File: src/hdl/noc_macros.svh
`ifndef NOC_MACROS_SVH
`define NOC_MACROS_SVH

// word and address widths of the access side.
`define NOC_DATA_W    32
`define NOC_ADDR_W    16

`define NOC_MEM_DEPTH 256 // words in each target memory.

// node ids on the flit buses.
`define NOC_ID_INIT0  2'd0
`define NOC_ID_INIT1  2'd1
`define NOC_ID_TGT0   2'd2
`define NOC_ID_TGT1   2'd3

`endif

File: src/hdl/noc_flit_pkg.sv
`include "noc_macros.svh"

package noc_flit_pkg;

  typedef enum logic [1:0] {
    READ_REQ  = 2'd0,
    WRITE_REQ = 2'd1,
    READ_RSP  = 2'd2,
    WRITE_RSP = 2'd3
  } noc_flit_kind_e;

  // first flit of every packet.
  typedef struct packed {
    noc_flit_kind_e                       kind;
    logic [1:0]                           src_id;
    logic [1:0]                           dst_id;
    logic [1:0]                           resp;     // response code, zero in requests.
    logic [`NOC_ADDR_W-1:0]               address;
    logic [`NOC_DATA_W-`NOC_ADDR_W-9:0]   reserved;
  } noc_flit_header_t;

  // second flit, present for writes and read responses.
  typedef struct packed {
    logic [`NOC_DATA_W-1:0] data;
  } noc_flit_payload_t;

  // the same bus word, read as header or payload by its position in the packet.
  typedef union packed {
    noc_flit_header_t   header;
    noc_flit_payload_t  payload;
  } noc_flit_u;

endpackage

File: src/hdl/noc_flit_arbiter.sv
`timescale 1ns/1ps

module noc_flit_arbiter (
  input  logic                     i_clk,
  input  logic                     i_rst,
  input  logic [1:0]               i_valid,
  input  logic [1:0]               i_last,
  input  noc_flit_pkg::noc_flit_u  i_flit [2],
  output logic [1:0]               o_ready,
  output logic                     o_valid,
  output logic                     o_last,
  output noc_flit_pkg::noc_flit_u  o_flit,
  input  logic [1:0]               i_ready
);
  logic rr_ptr;     // port that wins when both ask.
  logic lock;
  logic grant_q;
  logic grant;
  logic sink_ready;
  logic xfer;

  // a flit is taken if any sink on the merged bus takes it.
  assign sink_ready = |i_ready;

  always_comb begin
    if (lock) begin
      grant = grant_q;
    end else if (i_valid[rr_ptr]) begin
      grant = rr_ptr;
    end else if (i_valid[~rr_ptr]) begin
      grant = ~rr_ptr;
    end else begin
      grant = rr_ptr;
    end
  end

  assign o_valid = i_valid[grant];
  assign o_last  = i_last[grant];
  assign o_flit  = i_flit[grant];
  assign o_ready = grant ? {sink_ready, 1'b0} : {1'b0, sink_ready};
  assign xfer    = o_valid && sink_ready;

  // the grant is also held for a stalled flit, which keeps the merged bus stable.
  always_ff @(posedge i_clk) begin
    if (i_rst) begin
      rr_ptr  <= 1'b0;
      lock    <= 1'b0;
      grant_q <= 1'b0;
    end else if (o_valid) begin
      if (xfer && o_last) begin
        lock   <= 1'b0;
        rr_ptr <= ~grant; // other port first next time.
      end else begin
        lock    <= 1'b1;
        grant_q <= grant;
      end
    end
  end

endmodule

File: config.mk
export PLATFORM = sky130hd
export DESIGN_NAME = noc_flit_arbiter
export DESIGN_NICKNAME = d
export VERILOG_FILES = /design/src/hdl/noc_flit_pkg.sv /design/src/hdl/noc_flit_arbiter.sv
export VERILOG_INCLUDE_DIRS = /design/src /design/src/hdl
export SDC_FILE = /design/constraint.sdc
export NUM_CORES = 1
export LEC_CHECK = 0
export ABC_AREA = 1
export BUFFER_PORTS_ARGS = -buffer_cell sky130_fd_sc_hd__buf_2
export CORE_MARGIN = 5
export CORE_UTILIZATION = 25
export CTS_CLUSTER_SIZE = 20
export DETAILED_ROUTE_END_ITERATION = 8
export GPL_TIMING_DRIVEN = 1
export PLACE_DENSITY = 0.72
export SYNTH_ARGS = -nofsm -noshare
export SYNTH_HDL_FRONTEND = slang
export SYNTH_SLANG_ARGS = --single-unit
File: constraint.sdc
create_clock -name i_clk -period 2.5 [get_ports i_clk]
set_input_delay 0.375 -clock i_clk [delete_from_list [all_inputs] [get_ports i_clk]]
set_output_delay 0.375 -clock i_clk [all_outputs]
set_load 0.02 [all_outputs]
# Word-level counts from Yosys, hierarchy flattened
# Cells that the tools add are included.
# totals
register_bits	3
out_inout_bits	36
elab_cells	32
# classes
magnitude_cmp	4
muxes	16
n_bitwise	4
n_reduce_logical	5
# ops
operator	n
two-way mux 32 bit	3
two-way mux 1 bit	12
< comparator 1 x 2 -> 1 bit (second input constant)	3
AND reduction 2 bit	2
NOT 1 bit	3
greater-or-equal comparator 2 bit (second input constant)	1
logical AND 1 bit	2
two-way mux 2 bit	1
NOT 1 -> 2 bit	1
OR reduction 2 bit	1

# Longest topological paths before layout
# depth
ltp_word	12
mapped_depth	11
depth_no_buf	10

# Worst setup path after synthesis
# Ideal clock, no wire load.
# synth_timing
kind	input port to output port
from	in i_valid[0]
to	out o_ready[1]
t_arrival_ps	1227
required_time_ps	2125
path_slack_ps	898
cell_stages	6
path_buffers	1
cell_sequence	a21oi_1 nand2_2 nand2_2 inv_1 buf_2 nor2_1
# synth_between
elab_chain_len	6
elab_cells_between_ends	8
cone_classes	mux (8)
# synth_lines
element	line_no	rtl
start: declaration	noc_flit_arbiter.sv:6	input logic [1:0] i_valid,
two-way mux 1 bit (not written as such) (2 in a row)	noc_flit_arbiter.sv:30	end else if (i_valid[~rr_ptr]) begin
two-way mux 1 bit	noc_flit_arbiter.sv:30	
two-way mux 1 bit (*)	noc_flit_arbiter.sv:28	end else if (i_valid[rr_ptr]) begin
two-way mux 1 bit (*)	noc_flit_arbiter.sv:26	if (lock) begin
two-way mux 2 bit (*)	noc_flit_arbiter.sv:40	assign o_ready = grant ? {sink_ready, 1'b0} : {1'b0, sink_ready};
end: declaration	noc_flit_arbiter.sv:9	output logic [1:0] o_ready,
# Every way passes the cells marked *; elsewhere a longest branch is shown, timed or not. The select of a mux whose other input is x is not followed.

# Worst setup path in the final report
# layout_timing
from	reg rr_ptr
to	out o_valid
# layout_between
elab_chain_len	7
elab_cells_between_ends	10
cone_classes	mux (9); bitwise (1)
# layout_lines
element	line_no	rtl
start: declaration	noc_flit_arbiter.sv:15	logic rr_ptr;
start signal: assignment	noc_flit_arbiter.sv:52	rr_ptr <= ~grant;
two-way mux 1 bit (not written as such) (2 in a row)	noc_flit_arbiter.sv:30	
two-way mux 1 bit	noc_flit_arbiter.sv:30	
two-way mux 1 bit (*)	noc_flit_arbiter.sv:28	
two-way mux 1 bit (*)	noc_flit_arbiter.sv:26	
two-way mux 1 bit (not written as such) (*) (2 in a row)	noc_flit_arbiter.sv:37	assign o_valid = i_valid[grant];
end: declaration	noc_flit_arbiter.sv:10	output logic o_valid,
# Marked as above.

==> metrics.md <==
| Metric | Value |
|---|---|
| Crit share post-route | 0.801 |
| RePlAce Congestion | 0.782 |
| Dpl hpwl | 2.37 mm |
| Layout area overhead | 85.4% |
| Post-Route M1 WL | 947 um |
| Routed wl met2 | 1.47 mm |
| Clock skew | 0.00241 ns |
| CTS buffer count | 3 |
| Clk sinks | 3 |
| Die Wd | 62.0 um |
| Minimum clock period | 2.00 ns |
| Diodes inserted | 0 |
| Number of global-route vias before repair | 998 |
| CTS tree | done |
| FMAX | 499 MHz |
| Worst slew margin relative to its limit | 0.752 |
| Synthesized Nets | 219 |
| Initial antenna violation count | 0 |
| Hold Crit Class | input pin to flip-flop |
| Distinct cells, synth | 16 |
| GR Overflow Total | 0 |
| Mapped Cells | 147 |
| Reg2reg path depth | 9 |
| Placed cell areas | 1230 um^2 |
| Final worst slack | 0.496 ns |
| Post-CTS Setup Inserts | 0 |
| Die ar. | 3850 um^2 |
| Drt drc | 0 |
| Die H | 62.0 um |
| Worst-Skew Late Latency | 0.23 ns |
| Max FO, Critical Path | 37 |
| Worst path arrival time | 1.63 ns |
| Status | complete, no violations |
| Largest family of logic cells by synthesized area | simple AND/OR/NAND/NOR gates |
| Post-CTS resize count | 0 |
| Core box area | 2520 um^2 |
| Post-place setup slack | 0.572 ns |
| Final hold vios | 0 |
| Max clock buf depth | 2 |
| Drt initial violations | 84 |
| Top sig layer | met3 |
| Routed wire per std cell | 10.1 um |
| Peak VDD IR | 0.000329 V |
| Post-synthesis sequential area ratio | 0.0887 |
| Post-synthesis compound-gate area fraction | 0.0222 |
| Proportion of synthesized area in mux cells | 0 |
| # Max-Cap Violations | 0 |
| PD cells | 493 nW/um^2 |
| Final wirelength | 2.85 mm |
| Cts-stage hold buffer count | 0 |
| Total Routing Usage GR | 0.129 |
| Mapped Area | 677 um^2 |
| Layout cells sized above 1 | 0.486 |
| Design area | 1250 um^2 |
| Post-Synth Simple-Gate Area | 0.767 |
| Post-synthesis xor/xnor area fraction | 0 |
| Initial Utilization | 0.268 |
| Worst-Margin Slew | 0.371 ns |
| Syn Area/Cell | 4.60 um^2 |
| Register Area | 60.1 um^2 |
| WP data required | 2.12 ns |
| Multi-input logic area | 534 um^2 |
| Nets@finish | 326 |
| Fill cell count | 280 |
| Vias | 1,160 |
| First-pass GRT wire length | 3.92 mm |
| Post-Synth Adder-Cell Area | 0 |
| Clock Pin Slew Worst Setup and Hold Paths | 0.04 ns |
| Synth warnings | 0 |
| Largest net degree at the start of global routing | 38 |
| #FFs+latches synth | 3 |
| LEAKAGE | 0.888 nW |
| Hold Path Stages | 4 |
| Final Setup Violations | 0 |
| TNS Setup | 0 ns |
| RSZ-0062 raised after global routing | false |
| Max Slew Vio Count | 0 |
| Root Buffer | clkbuf_4 |
| Via density | 4.10 |
| 1st-pass router iterations | 4 |
| Kind of start point of the critical path | flip-flop |
| Detail Route met3 WL | 431 um |
| H-tree Lvls | 1 |
| Row count | 18 |
| I/O Pins | 108 |
| # port buffers | 107 |
| Antenna-violating nets left | 0 |
| Critical Path Sink Type | primary output |
| Crit Path Class | flip-flop to primary output |
registers in the layout, indices dropped and copies added (netlist names):
name	flops
grant_q	1
lock	1
rr_ptr	1
synth_stat cells:
master	n	area, um^2
a21oi_1	2	10.0
buf_4	3	22.5
inv_2	1	3.75
buf_6	1	11.3
nand3_4	1	17.5
nand2_4	1	11.3
o21ai_1	1	5.00
nor2_1	6	22.5
inv_1	8	30.0
dfxtp_1	3	60.1
nand3_1	4	20.0
buf_2	3	15.0
nand2_2	6	37.5
nand3b_1	1	7.51
nand2_1	104	390
nor2_2	2	12.5
path summary, 6_finish.rpt:
| check | start | end | slack, ns |
|---|---|---|---|
| max | rr_ptr | o_valid | 0.50 |
| min | i_rst | grant_q | 0.41 |
| max reg2reg | rr_ptr | rr_ptr | 0.96 |
| min reg2reg | grant_q | grant_q | 0.47 |
power by group:
part	switching, mW	internal (mW)
combinational	0.302	0.173
sequential	0.00460	0.0551
clock	0.0236	0.0597
total	0.331	0.288
layer usage:
layer	vias up	track usage
met5	-	0
met4	0	0.0455
met3	0	0.0165
met2	57	0.246
met1	454	0.143
li1	649	-
worst max-delay path: stages (launching register included):
cell and delay [ns]:
dfxtp_1 0.33, inv_1 0.05, a21oi_1 0.14, nand2_2 0.11, nand2_2 0.07, buf_4 0.34
nand2_2 0.10, nand2_2 0.09, buf_2 0.16
layout make-up:
| type | instances | area share |
|---|---|---|
| Clock buffer | 4 | 0.0209 |
| Sequential cell | 3 | 0.0479 |
| Inverter | 9 | 0.0269 |
| Tap cell | 30 | 0.0299 |
| Multi-Input combinational cell | 128 | 0.426 |
| Timing Repair Buffer | 109 | 0.449 |
cells in the final DEF, fill, tap and decap left out:
| cell | count |
|---|---|
| buf_2 | 107 |
| nand2_1 | 104 |
| inv_1 | 8 |
| nand2_2 | 6 |
| nor2_1 | 6 |
| nand3_1 | 4 |
| clkbuf_4 | 3 |
| dfxtp_1 | 3 |
| a21oi_1 | 2 |
| nor2_2 | 2 |
| inv_2 | 1 |
| nand2_4 | 1 |
| nand3_4 | 1 |
| o21ai_1 | 1 |
| nand3b_1 | 1 |
| clkbuf_1 | 1 |
| buf_12 | 1 |
| buf_4 | 1 |
logic make-up after synthesis:
| group | Yosys count |
|---|---|
| buffers and inverters | 16 |
| AOI/OAI and AO/OA | 3 |
| and+or+nand+nor | 125 |
| DFF | 3 |
metrics by stage:
stage,power [mW],util,cells,hold slack [ns]
final,0.619,0.498,283,0.414
after global routing,0.688,0.498,283,0.413
after CTS,0.632,0.498,283,0.405
after detailed placement,0.543,0.487,279,0.460
after global placement,0.541,0.487,279,0.469
after floorplan,0.374,-,147,0.437
(Power assumes the default switching activity.)
